File: config.mk
export PLATFORM = sky130hd
export DESIGN_NAME = u2_rx_top
export DESIGN_NICKNAME = d
export VERILOG_FILES = /design/src/u2_rx_pkg.sv /design/src/rx_settings_regs.sv /design/src/vita_time_counter.sv /design/src/rx_frontend.sv /design/src/stream_fifo.sv /design/src/vita_rx_framer.sv /design/src/u2_rx_top.sv
export VERILOG_INCLUDE_DIRS = /design/src
export SDC_FILE = /design/constraint.sdc
export NUM_CORES = 2
export LEC_CHECK = 0
export BUFFER_PORTS_ARGS = -buffer_cell sky130_fd_sc_hd__buf_2
export CORE_ASPECT_RATIO = 0.7
export CORE_MARGIN = 2
export CORE_UTILIZATION = 56
export CTS_CLUSTER_SIZE = 20
export DETAILED_ROUTE_END_ITERATION = 12
export PLACE_DENSITY_LB_ADDON = 0.05
export SYNTH_ARGS = -nofsm -noshare
export SYNTH_HDL_FRONTEND = slang
export SYNTH_SLANG_ARGS = --single-unit
File: constraint.sdc
create_clock -name dsp_clk -period 8.5 [get_ports dsp_clk]
set_clock_uncertainty 0.1 [all_clocks]
set_input_delay 0.85 -clock dsp_clk [delete_from_list [all_inputs] [get_ports dsp_clk]]
set_output_delay 0.85 -clock dsp_clk [all_outputs]
set_load 0.02 [all_outputs]
File: src/u2_rx_settings.svh
`ifndef U2_RX_SETTINGS_SVH
`define U2_RX_SETTINGS_SVH

////////////////////////////////////////////////////////////////////////////
// Settings bus register map

// Time registers, high word then low word (low word commits)
`define U2_SR_TIME64      10

// Front end: I offset, Q offset, swap
`define U2_SR_RX_FRONT    24

// RX control: run, samples per packet, decimation, clear
`define U2_SR_RX_CTRL     32

////////////////////////////////////////////////////////////////////////////
// Data path sizes

`define U2_ADC_WIDTH      14
`define U2_SET_DATA_WIDTH 32

// FIFO depths as address bits
`define U2_SAMPLE_FIFO_AW 3
`define U2_OUT_FIFO_AW    4

`endif

File: src/u2_rx_pkg.sv
package u2_rx_pkg;

   // Free running VITA time in clock ticks
   typedef logic [63:0] vita_time_t;

   // Settings bus address
   typedef logic [7:0] set_addr_t;

   // One complex sample, I in the upper half
   typedef struct packed {
      logic signed [15:0] i;
      logic signed [15:0] q;
   } sample_t;

   // Sample FIFO payload
   typedef struct packed {
      vita_time_t ts;   // Time at capture
      sample_t    smp;
   } stamped_sample_t;

   // Output FIFO payload, flag bit 0 is SOP and bit 1 is EOP
   typedef struct packed {
      logic [3:0]  flags;
      logic [31:0] data;
   } line36_t;

endpackage

File: src/rx_settings_regs.sv
`timescale 1ns/1ps
`include "u2_rx_settings.svh"

module rx_settings_regs (
   input  logic                          dsp_clk,
   input  logic                          por_rst,
   input  logic                          set_stb_i,
   input  u2_rx_pkg::set_addr_t          set_addr_i,
   input  logic [`U2_SET_DATA_WIDTH-1:0] set_data_i,
   output logic [15:0]                   offset_i_o,
   output logic [15:0]                   offset_q_o,
   output logic                          swap_iq_o,
   output logic                          run_o,
   output logic [7:0]                    spp_o,
   output logic [7:0]                    decim_o,
   output logic                          clear_o
);

   import u2_rx_pkg::*;

   localparam set_addr_t ADDR_OFS_I = set_addr_t'(`U2_SR_RX_FRONT + 0);
   localparam set_addr_t ADDR_OFS_Q = set_addr_t'(`U2_SR_RX_FRONT + 1);
   localparam set_addr_t ADDR_SWAP  = set_addr_t'(`U2_SR_RX_FRONT + 2);
   localparam set_addr_t ADDR_RUN   = set_addr_t'(`U2_SR_RX_CTRL + 0);
   localparam set_addr_t ADDR_SPP   = set_addr_t'(`U2_SR_RX_CTRL + 1);
   localparam set_addr_t ADDR_DECIM = set_addr_t'(`U2_SR_RX_CTRL + 2);
   localparam set_addr_t ADDR_CLEAR = set_addr_t'(`U2_SR_RX_CTRL + 3);

   always_ff @(posedge dsp_clk) begin
      if (por_rst) begin
         offset_i_o <= 16'd0;
         offset_q_o <= 16'd0;
         swap_iq_o  <= 1'b0;
         run_o      <= 1'b0;
         spp_o      <= 8'd1;   // At least one sample per packet
         decim_o    <= 8'd0;
         clear_o    <= 1'b0;
      end else begin
         clear_o <= 1'b0;   // Pulse only
         if (set_stb_i) begin
            case (set_addr_i)
               ADDR_OFS_I: offset_i_o <= set_data_i[15:0];
               ADDR_OFS_Q: offset_q_o <= set_data_i[15:0];
               ADDR_SWAP:  swap_iq_o  <= set_data_i[0];
               ADDR_RUN:   run_o      <= set_data_i[0];
               ADDR_SPP: begin
                  // Zero would mean an empty packet
                  if (set_data_i[7:0] == 8'd0)
                     spp_o <= 8'd1;
                  else
                     spp_o <= set_data_i[7:0];
               end
               ADDR_DECIM: decim_o    <= set_data_i[7:0];
               ADDR_CLEAR: clear_o    <= 1'b1;   // Data ignored
               default: ;
            endcase
         end
      end
   end

endmodule

File: src/vita_time_counter.sv
`timescale 1ns/1ps
`include "u2_rx_settings.svh"

module vita_time_counter (
   input  logic                          dsp_clk,
   input  logic                          por_rst,
   input  logic                          set_stb_i,
   input  u2_rx_pkg::set_addr_t          set_addr_i,
   input  logic [`U2_SET_DATA_WIDTH-1:0] set_data_i,
   output u2_rx_pkg::vita_time_t         vita_time_o
);

   import u2_rx_pkg::*;

   localparam set_addr_t ADDR_HI = set_addr_t'(`U2_SR_TIME64 + 0);
   localparam set_addr_t ADDR_LO = set_addr_t'(`U2_SR_TIME64 + 1);

   logic [31:0] time_hi_q;   // Pending high word

   always_ff @(posedge dsp_clk) begin
      if (por_rst) begin
         time_hi_q   <= 32'd0;
         vita_time_o <= '0;
      end else begin
         if (set_stb_i && (set_addr_i == ADDR_HI))
            time_hi_q <= set_data_i;

         // Low word write commits the whole 64 bit value
         if (set_stb_i && (set_addr_i == ADDR_LO))
            vita_time_o <= {time_hi_q, set_data_i};
         else
            vita_time_o <= vita_time_o + 64'd1;
      end
   end

endmodule

File: src/rx_frontend.sv
`timescale 1ns/1ps
`include "u2_rx_settings.svh"

module rx_frontend (
   input  logic                       dsp_clk,
   input  logic                       por_rst,
   input  logic [`U2_ADC_WIDTH-1:0]   adc_i_i,
   input  logic [`U2_ADC_WIDTH-1:0]   adc_q_i,
   input  logic [15:0]                offset_i_i,
   input  logic [15:0]                offset_q_i,
   input  logic                       swap_iq_i,
   input  logic                       run_i,
   input  logic [7:0]                 decim_i,
   input  logic                       clear_i,
   input  u2_rx_pkg::vita_time_t      vita_time_i,
   input  logic                       smp_ready_i,
   output u2_rx_pkg::stamped_sample_t smp_o,
   output logic                       smp_valid_o,
   output logic                       overrun_o
);

   import u2_rx_pkg::*;

   logic                     run_d;
   logic [7:0]               decim_cnt;   // Cycles since last capture
   logic                     strobe;
   logic                     smp_pend;
   logic                     smp_lost;
   logic [`U2_ADC_WIDTH-1:0] chan_i;
   logic [`U2_ADC_WIDTH-1:0] chan_q;
   sample_t                  corr;

   // Fire at once on run rising, then every decim+1 cycles
   assign strobe   = run_i && !overrun_o && (!run_d || (decim_cnt >= decim_i));
   assign smp_lost = smp_pend && !smp_ready_i;

   always_comb begin
      chan_i = swap_iq_i ? adc_q_i : adc_i_i;
      chan_q = swap_iq_i ? adc_i_i : adc_q_i;
      // Sign extend, then remove DC, wraps mod 2^16
      corr.i = {{(16-`U2_ADC_WIDTH){chan_i[`U2_ADC_WIDTH-1]}}, chan_i} - offset_i_i;
      corr.q = {{(16-`U2_ADC_WIDTH){chan_q[`U2_ADC_WIDTH-1]}}, chan_q} - offset_q_i;
   end

   always_ff @(posedge dsp_clk) begin
      if (por_rst) begin
         run_d     <= 1'b0;
         decim_cnt <= 8'd0;
         smp_pend  <= 1'b0;
         overrun_o <= 1'b0;
      end else begin
         run_d <= run_i;
         if (!run_i || strobe)
            decim_cnt <= 8'd0;
         else
            decim_cnt <= decim_cnt + 8'd1;
         smp_pend <= strobe && !clear_i && !smp_lost;
         if (clear_i)
            overrun_o <= 1'b0;
         else if (smp_lost)
            overrun_o <= 1'b1;   // Sticky until clear
      end
   end

   // Capture stage, stamp is the time before this edge's increment
   always_ff @(posedge dsp_clk) begin
      if (strobe) begin
         smp_o.ts  <= vita_time_i;
         smp_o.smp <= corr;
      end
   end

   assign smp_valid_o = smp_pend;

endmodule

File: src/stream_fifo.sv
`timescale 1ns/1ps

module stream_fifo #(
   parameter type payload_t = logic [31:0],
   parameter int  AW        = 3
) (
   input  logic     dsp_clk,
   input  logic     por_rst,
   input  logic     clear_i,
   input  payload_t in_data_i,
   input  logic     in_valid_i,
   output logic     in_ready_o,
   output payload_t out_data_o,
   output logic     out_valid_o,
   input  logic     out_ready_i
);

   localparam int DEPTH = 1 << AW;

   payload_t      mem [DEPTH];
   logic [AW-1:0] wr_ptr;
   logic [AW-1:0] rd_ptr;
   logic [AW:0]   count;   // Occupancy, one extra bit for full
   logic          push;
   logic          pop;

   assign in_ready_o  = (count != (AW+1)'(DEPTH));
   assign out_valid_o = (count != '0);
   assign out_data_o  = mem[rd_ptr];   // Head stays put until popped

   assign push = in_valid_i && in_ready_o;
   assign pop  = out_valid_o && out_ready_i;

   always_ff @(posedge dsp_clk) begin
      if (por_rst || clear_i) begin
         wr_ptr <= '0;
         rd_ptr <= '0;
         count  <= '0;
      end else begin
         if (push)
            wr_ptr <= wr_ptr + 1'b1;
         if (pop)
            rd_ptr <= rd_ptr + 1'b1;
         count <= count + (AW+1)'(push) - (AW+1)'(pop);
      end
   end

   ////////////////////////////////////////////////////////////////////////////
   // Storage

   always_ff @(posedge dsp_clk) begin
      if (push)
         mem[wr_ptr] <= in_data_i;
   end

endmodule

File: src/vita_rx_framer.sv
`timescale 1ns/1ps

module vita_rx_framer (
   input  logic                       dsp_clk,
   input  logic                       por_rst,
   input  logic                       clear_i,
   input  logic [7:0]                 spp_i,
   input  u2_rx_pkg::stamped_sample_t smp_i,
   input  logic                       smp_valid_i,
   output logic                       smp_ready_o,
   output u2_rx_pkg::line36_t         line_o,
   output logic                       line_valid_o,
   input  logic                       line_ready_i
);

   typedef enum logic [1:0] {
      ST_HDR,
      ST_TIME_HI,
      ST_TIME_LO,
      ST_SAMPLES
   } state_t;

   state_t      state;
   logic        load;      // Output register free this cycle
   logic [15:0] seq_q;
   logic [7:0]  spp_q;     // Count for the packet in flight
   logic [7:0]  smp_cnt;
   logic        last_smp;

   assign load     = !line_valid_o || line_ready_i;
   assign last_smp = (smp_cnt == spp_q - 8'd1);

   // First sample stays at the FIFO head through the time words
   assign smp_ready_o = (state == ST_SAMPLES) && load;

   ////////////////////////////////////////////////////////////////////////////
   // Packet FSM with registered output line

   always_ff @(posedge dsp_clk) begin
      if (por_rst || clear_i) begin
         state        <= ST_HDR;
         seq_q        <= 16'd0;
         spp_q        <= 8'd1;
         smp_cnt      <= 8'd0;
         line_valid_o <= 1'b0;
      end else if (load) begin
         line_valid_o <= 1'b0;
         case (state)
            ST_HDR: begin
               if (smp_valid_i) begin
                  spp_q        <= spp_i;
                  smp_cnt      <= 8'd0;
                  line_valid_o <= 1'b1;
                  state        <= ST_TIME_HI;
               end
            end
            ST_TIME_HI: begin
               line_valid_o <= 1'b1;
               state        <= ST_TIME_LO;
            end
            ST_TIME_LO: begin
               line_valid_o <= 1'b1;
               state        <= ST_SAMPLES;
            end
            ST_SAMPLES: begin
               if (smp_valid_i) begin
                  line_valid_o <= 1'b1;
                  smp_cnt      <= smp_cnt + 8'd1;
                  if (last_smp) begin
                     seq_q <= seq_q + 16'd1;
                     state <= ST_HDR;
                  end
               end
            end
            default: state <= ST_HDR;
         endcase
      end
   end

   // Line payload
   always_ff @(posedge dsp_clk) begin
      if (load) begin
         case (state)
            ST_HDR:     line_o <= {4'b0001, seq_q, 8'h00, spp_i};   // SOP
            ST_TIME_HI: line_o <= {4'b0000, smp_i.ts[63:32]};
            ST_TIME_LO: line_o <= {4'b0000, smp_i.ts[31:0]};
            default:    line_o <= {2'b00, last_smp, 1'b0, smp_i.smp};   // EOP on last
         endcase
      end
   end

endmodule

File: src/u2_rx_top.sv
`timescale 1ns/1ps
`include "u2_rx_settings.svh"

module u2_rx_top (
   input  logic                          dsp_clk,
   input  logic                          por_rst,
   input  logic                          set_stb_i,
   input  u2_rx_pkg::set_addr_t          set_addr_i,
   input  logic [`U2_SET_DATA_WIDTH-1:0] set_data_i,
   input  logic [`U2_ADC_WIDTH-1:0]      adc_i_i,
   input  logic [`U2_ADC_WIDTH-1:0]      adc_q_i,
   output logic [35:0]                   rx_data_o,
   output logic                          rx_valid_o,
   input  logic                          rx_ready_i,
   output logic                          overrun_o
);

   import u2_rx_pkg::*;

   logic [15:0]     offset_i, offset_q;
   logic            swap_iq, run, clear;
   logic [7:0]      spp, decim;
   vita_time_t      vita_time;
   stamped_sample_t fe_smp, fifo_smp;
   logic            fe_valid, fe_ready, fifo_valid, fifo_ready;
   line36_t         fr_line, out_line;
   logic            fr_valid, fr_ready;

   ////////////////////////////////////////////////////////////////////////////
   // Control

   rx_settings_regs i_regs (
      .dsp_clk, .por_rst, .set_stb_i, .set_addr_i, .set_data_i,
      .offset_i_o(offset_i), .offset_q_o(offset_q), .swap_iq_o(swap_iq),
      .run_o(run), .spp_o(spp), .decim_o(decim), .clear_o(clear));

   vita_time_counter i_time (
      .dsp_clk, .por_rst, .set_stb_i, .set_addr_i, .set_data_i,
      .vita_time_o(vita_time));

   ////////////////////////////////////////////////////////////////////////////
   // Sample path, front end -> sample FIFO -> framer -> output FIFO

   rx_frontend i_frontend (
      .dsp_clk, .por_rst, .adc_i_i, .adc_q_i,
      .offset_i_i(offset_i), .offset_q_i(offset_q), .swap_iq_i(swap_iq),
      .run_i(run), .decim_i(decim), .clear_i(clear), .vita_time_i(vita_time),
      .smp_ready_i(fe_ready), .smp_o(fe_smp), .smp_valid_o(fe_valid), .overrun_o);

   stream_fifo #(.payload_t(stamped_sample_t), .AW(`U2_SAMPLE_FIFO_AW)) i_smp_fifo (
      .dsp_clk, .por_rst, .clear_i(clear),
      .in_data_i(fe_smp), .in_valid_i(fe_valid), .in_ready_o(fe_ready),
      .out_data_o(fifo_smp), .out_valid_o(fifo_valid), .out_ready_i(fifo_ready));

   vita_rx_framer i_framer (
      .dsp_clk, .por_rst, .clear_i(clear), .spp_i(spp),
      .smp_i(fifo_smp), .smp_valid_i(fifo_valid), .smp_ready_o(fifo_ready),
      .line_o(fr_line), .line_valid_o(fr_valid), .line_ready_i(fr_ready));

   stream_fifo #(.payload_t(line36_t), .AW(`U2_OUT_FIFO_AW)) i_out_fifo (
      .dsp_clk, .por_rst, .clear_i(clear),
      .in_data_i(fr_line), .in_valid_i(fr_valid), .in_ready_o(fr_ready),
      .out_data_o(out_line), .out_valid_o(rx_valid_o), .out_ready_i(rx_ready_i));

   assign rx_data_o = out_line;   // Flags in 35:32

endmodule

Word-level counts from Yosys, hierarchy flattened
Memory sizes are Yosys's and may differ from the RTL's. A register that Yosys moved wholly into a read port is not among the register bits.
Index checks and enable logic that the tools add are counted.
{"block": "word_totals", "register_bits": 348, "ramBits": 1344, "input_bits": 72, "output_inout_bits": 38, "wordCells": 132, "memories": 2}
{"block": "classes", "addsub": 15, "n_lt_le_gt_ge": 1, "eq_ne": 18, "mux": 23, "bitwise": 1, "reduce_logical": 43}
{"name": "i_smp_fifo.mem", "words": 8, "word_bits": 96, "rd": 1, "rd_clocked_by_memory_dff": 1, "write_ports": 1, "line_no": "stream_fifo.sv:20", "text": "payload_t mem [DEPTH];"}
{"name": "i_out_fifo.mem", "words": 16, "word_bits": 36, "rd": 1, "rd_clocked_by_memory_dff": 1, "write_ports": 1, "line_no": "stream_fifo.sv:20"}
{"cell": "$pmux W34 S3", "n": 1}
{"cell": "$add A64 B1 Y64 const B", "n": 1}
{"cell": "$mux W64", "n": 1}
{"cell": "$eq A8 B6 Y1 const B", "n": 4}
{"cell": "$sub A16 B16 Y16", "n": 2}
{"cell": "$mux W14", "n": 2}
{"cell": "$eq A8 B5 Y1 const B", "n": 3}
{"cell": "$mux W8", "n": 3}
{"cell": "$add A16 B1 Y16 const B", "n": 1}
{"cell": "$add A8 B1 Y8 const B", "n": 2}
{"cell": "$eq A8 B4 Y1 const B", "n": 2}
{"cell": "$pmux W8 S2", "n": 1}
{"cell": "$logic_and A1 B1 Y1", "n": 12}
{"cell": "$reduce_and A2 Y1", "n": 6}
{"cell": "$reduce_and A4 Y1", "n": 3}
{"cell": "$reduce_or A2 Y1", "n": 5}
{"cell": "$add A4 B1 Y4 const B", "n": 2}
{"cell": "$eq A8 B8 Y1", "n": 1}
{"cell": "$ge A8 B8 Y1", "n": 1}
{"cell": "$logic_not A8 Y1", "n": 1}
{"cell": "$mux W4", "n": 2}
{"cell": "$pmux W2 S4", "n": 1}
{"cell": "$sub A8 B1 Y8 const B", "n": 1}
{"cell": "$logic_not A1 Y1", "n": 7}
{"cell": "22 further kinds", "n": 36}

Longest topological paths before layout
{"block": "depth", "ltp_word": 6, "mapped_depth": 15, "depth_no_buf": 14}

Cells and area by module
From an unflattened synthesis, not the netlist that was laid out.
{"block": "unflattened", "hier_cells": 3748, "area_unflattened_um2": 67986.5}
{"module": "stream_fifo at i_smp_fifo", "n_inst": 1, "cells_per_inst": 1188, "area_per_inst_um2": 29530.8, "seq_area_each_um2": 23322.4}
{"module": "stream_fifo at i_out_fifo", "n_inst": 1, "cells_per_inst": 992, "area_per_inst_um2": 22431.5, "seq_area_each_um2": 17636.9}
{"module": "rx_frontend", "n_inst": 1, "cells_per_inst": 411, "area_per_inst_um2": 5338.9, "seq_area_each_um2": 3103.0}
{"module": "vita_time_counter", "n_inst": 1, "cells_per_inst": 584, "area_per_inst_um2": 4916.0, "seq_area_each_um2": 1921.8}
{"module": "vita_rx_framer", "n_inst": 1, "cells_per_inst": 375, "area_per_inst_um2": 3603.5, "seq_area_each_um2": 1721.7}
{"module": "rx_settings_regs", "n_inst": 1, "cells_per_inst": 198, "area_per_inst_um2": 2165.8, "seq_area_each_um2": 1021.0}

Worst setup path after synthesis
No wires, ideal clock.
{"block": "synth_path", "kind": "register -> register", "from": "reg i_smp_fifo.count[2]", "to": "mem i_smp_fifo.mem[0][0] (netlist bit) (enable)", "setup_time_ns": 0.669, "arrival_time_ns": 7.565, "t_required_ns": 7.731, "slack_ns": 0.166, "path_stages_with_launch": 6, "period_less_slack_ns": 8.334, "cell_sequence": "dfxtp_1 inv_1 ha_1 a21boi_1 nand2b_1 nor3_1"}
{"block": "synth_via", "elab_chain_cells": 4}
{"item": "start, declared", "line_no": "stream_fifo.sv:23", "text": "logic [AW:0] count;"}
{"item": "start signal, assigned", "line_no": "stream_fifo.sv:44", "text": "count <= count + (AW+1)'(push) - (AW+1)'(pop);"}
{"item": "$ne A4 B4 Y1", "line_no": "stream_fifo.sv:27", "text": "assign in_ready_o = (count != (AW+1)'(DEPTH));"}
{"item": "$logic_and A1 B1 Y1", "line_no": "stream_fifo.sv:31", "text": "assign push = in_valid_i && in_ready_o;"}
{"item": "net i_smp_fifo.push", "line_no": "stream_fifo.sv:24", "text": "logic push;"}
{"item": "$mux W1", "line_no": "stream_fifo.sv:52", "text": "if (push)"}
{"item": "$mux W1 (implied by the code)", "line_no": "stream_fifo.sv:53", "text": "mem[wr_ptr] <= in_data_i;"}
{"item": "end, declared", "line_no": "stream_fifo.sv:20"}
The timed path passes the listed nets, and every way through them passes these cells.

==> out/results.tsv <==
stage	metric	value	unit
run_status	status	complete, no violations	
cts	htreeDepth	4	
global_routing	grt_pass1_vias	32800	
logic_synthesis	synth_cells	3467	
timing	maxSlewHeadroom	0.0904	
die	die_w	412	um
logic_synthesis	async_flop_share	0	
timing	period_minus_slack	4.99	ns
cts	clock_sinks	1665	
cells_and_area	diodes	0	
cts	cts_buffer_depth	3	
global_routing	grt_max_degree	97	
die	die_area	119000	um2
cts	path_clk_slew	0.06	ns
route	antenna_left	0	
power	p_per_area	256	nW/um2
run	cap_violations	0	
die	ios	110	
logic_synthesis	netlist_area	65300	um2
critical_path	required	7.55	ns
die	die_h	290	um
critical_path	end_kind	primary output	
timing	hold_viol_final	0	
logic_synthesis	avgSynthCellArea	18.8	um2
timing	finalSetupTns	0	ns
critical_path	start_kind	flip-flop	
route	drc	0	
cts	clkLatencyLatePin	0.77	ns
critical_path	worstPathMaxFanout	49	
critical_path	slowest_stage	dfxtp_4	
cts	cts_resized	0	
route	wl_per_cell	28.6	um
route	drtPass1Iterations	6	
route	wirelength	151	mm
critical_path	arrival	4.04	ns
global_routing	antenna_found_initial	1	
min_path	min_path_type	in2reg	
critical_path	crit_chain	buf_4 -> mux4_2 -> mux4_2 -> buf_2	
timing	setup_violations	0	
timing	fmax	0.201	GHz
logic_synthesis	ys_warn_count	0	
route	via_per_inst	6.22	
logic_synthesis	synthFlopType	edfxtp_1	
critical_path	cp_common_cell	mux4_2	
die	initial_core_util	0.567	
timing	finalWorstSetupSlack	3.51	ns
logic_synthesis	synth-seq-area-share	0.731	
power	leakage	23.2	nW
placed_design	place.gp.congestion	0.842	
cts	post-cts-setup-buffer-count	0	
logic_synthesis	synth_enable_flop_cells	1442	
critical_path	worstSetupPathType	reg2out	
cells_and_area	drive_gt1_frac	0.237	
power	peakVddDrop	200	uV
timing	worstMarginPinSlew	1.36	ns
die	coreArea	115000	um2
critical_path	worst_path_largest_cell_delay	1.00	ns
global_routing	grt_util_all_layers	0.257	
route	dr.first_iter.drc_count	3095	
route	num_vias	32900	
cells_and_area	fillers	7981	
die	placementRows	104	
cts	cts_hold_buf	0	
timing	min_period_over_period	0.586	
timing	slew_violations	0	
placed_design	io_buffers	107	
global_routing	grt_overflow	0	
placed_design	dp_hpwl	88.2	mm
cts	cts_tree	built	
timing	rsz0062_at_grt	false	
placed_design	place_ws	4.15	ns
logic_synthesis	yosysUniqueCellTypes	65	
cts	cts_inserted_buffers	155	
global_routing	grt_first_pass_wirelength	222	mm
cells_and_area	finalNetCount	3760	
logic_synthesis	synth_seq_cells	1665	
cells_and_area	syn_to_final_growth	11.5	%
cts	root_buffer	clkbuf_16	
==> metal layers <==
| layer | wire length, um | vias to the layer above | global-route usage | part of all wire |
|---|---|---|---|---|
| met5 | 0 | - | 0 | 0 |
| met2 | 71100 | 1129 | 0.398 | 0.47 |
| met1 | 68000 | 17400 | 0.393 | 0.45 |
| met4 | 2210 | 0 | 0.0557 | 0.015 |
| met3 | 9920 | 169 | 0.0413 | 0.066 |
| li1 | - | 14200 | - | - |
==> state kept, by name, indices dropped and copies added, names as in the netlist, 16 cells and up, named ones only <==
| register | count |
|---|---|
| i_time.vita_time_o | 64 |
| i_frontend.smp_o | 96 |
| i_framer.seq_q | 16 |
| i_framer.line_o | 34 |
| i_regs.offset_q_o | 16 |
| i_smp_fifo.mem | 768 |
| i_time.time_hi_q | 32 |
| i_out_fifo.mem | 544 |
| i_regs.offset_i_o | 16 |
==> power breakdown <==
group          switching (mW)  internal (mW)
Combinational            1.06          0.812
Sequential              0.500           9.35
Clock                    3.02           3.87
Total                    4.58           14.0
==> worst max-delay path, delay by kind of cell (launching register included) <==
family,cells,cell delay [ns]
buf+inv,2,1.07
flops,1,1.00
mux,2,1.14
==> cells in the mapped netlist (all sizes together) (28+ instances only) <==
library cell | instances | area, um2
nand2 | 147 | 552
mux4 | 362 | 8150
mux2 | 88 | 991
nand4 | 28 | 188
nor2 | 194 | 731
clkbuf | 129 | 484
dfxtp | 223 | 4460
buf | 41 | 200
a21oi | 86 | 430
mux2i | 113 | 1130
xor2 | 73 | 639
nand3 | 33 | 170
a211oi | 55 | 418
ha | 66 | 826
xnor2 | 50 | 438
edfxtp | 1442 | 43300
o21ai | 31 | 155
inv | 75 | 282
==> placed cells by master, fill, tap and decap left out, types with 9 or more instances in the layout <==
cell type,n
bufinv_16,13
buf_2,106
nor2b_1,11
and3_1,26
nor2_1,175
mux2_2,88
a211oi_1,54
clkinv_1,25
clkbuf_1,34
a222oi_1,24
nand2b_1,16
or3_1,16
xnor2_1,50
o21a_1,9
xor2_1,73
and2_1,10
clkinv_2,31
clkbuf_16,158
edfxtp_1,1442
nor2_4,18
inv_1,75
nand2_1,146
o21ai_0,30
a21oi_1,86
mux2i_1,113
mux4_2,362
and4_1,9
a21o_1,14
ha_1,65
nor3_1,21
dfxtp_1,216
buf_4,51
nand3_1,31
nand4_1,26
==> final timing paths <==
path | from | to | slack, ns | cells after the start
setup / recovery | flip-flop | rx_data_o[14] | 3.51 | 4
hold reg to reg | i_time.vita_time_o[17] | i_frontend.smp_o[49] | 0.35 | 0
setup reg to reg | i_frontend.decim_cnt[0] | i_frontend.smp_o[4] | 4.32 | 11
hold / removal | set_data_i[19] | i_time.time_hi_q[19] | 0.24 | 3
==> logic make-up after synthesis <==
logic type | after synthesis | synth area share
multiplexers | 563 | 0.157
adder cells (fa/ha/maj) | 70 | 0.0139
AND/OR/NAND/NOR | 538 | 0.0392
AO/OA/AOI/OAI | 261 | 0.0270
XOR/XNOR | 124 | 0.0168
flip-flops | 1665 | 0.731
buffers and inverters | 245 | 0.0148
other | 1 | 0.0000574
==> metrics by stage <==
step           power [mW]  utilization  instances  hold slack (ns)  instance area [um2]
6_report             18.6        0.632       5286            0.236                72800
5_1_grt              19.3        0.632       5286            0.212                72800
4_1_cts              18.8        0.632       5286            0.182                72800
3_5_place_dp         11.9        0.588       4998            0.339                67800
3_3_place_gp         11.9        0.588       4998            0.341                67800
2_1_floorplan        11.1            -       3468            0.317                65300
==> cell type report <==
class	instances	area, um2	share of cell area
Timing Repair Buffer	163	1030	0.0142
Tap cell	1537	1920	0.0264
Clock buffer	195	4120	0.0566
Sequential cell	1665	47800	0.656
Inverter	75	282	0.00386
Clock inverter	93	902	0.0124
Multi-Input combinational cell	1558	16800	0.231
(Power assumes the default switching activity.)
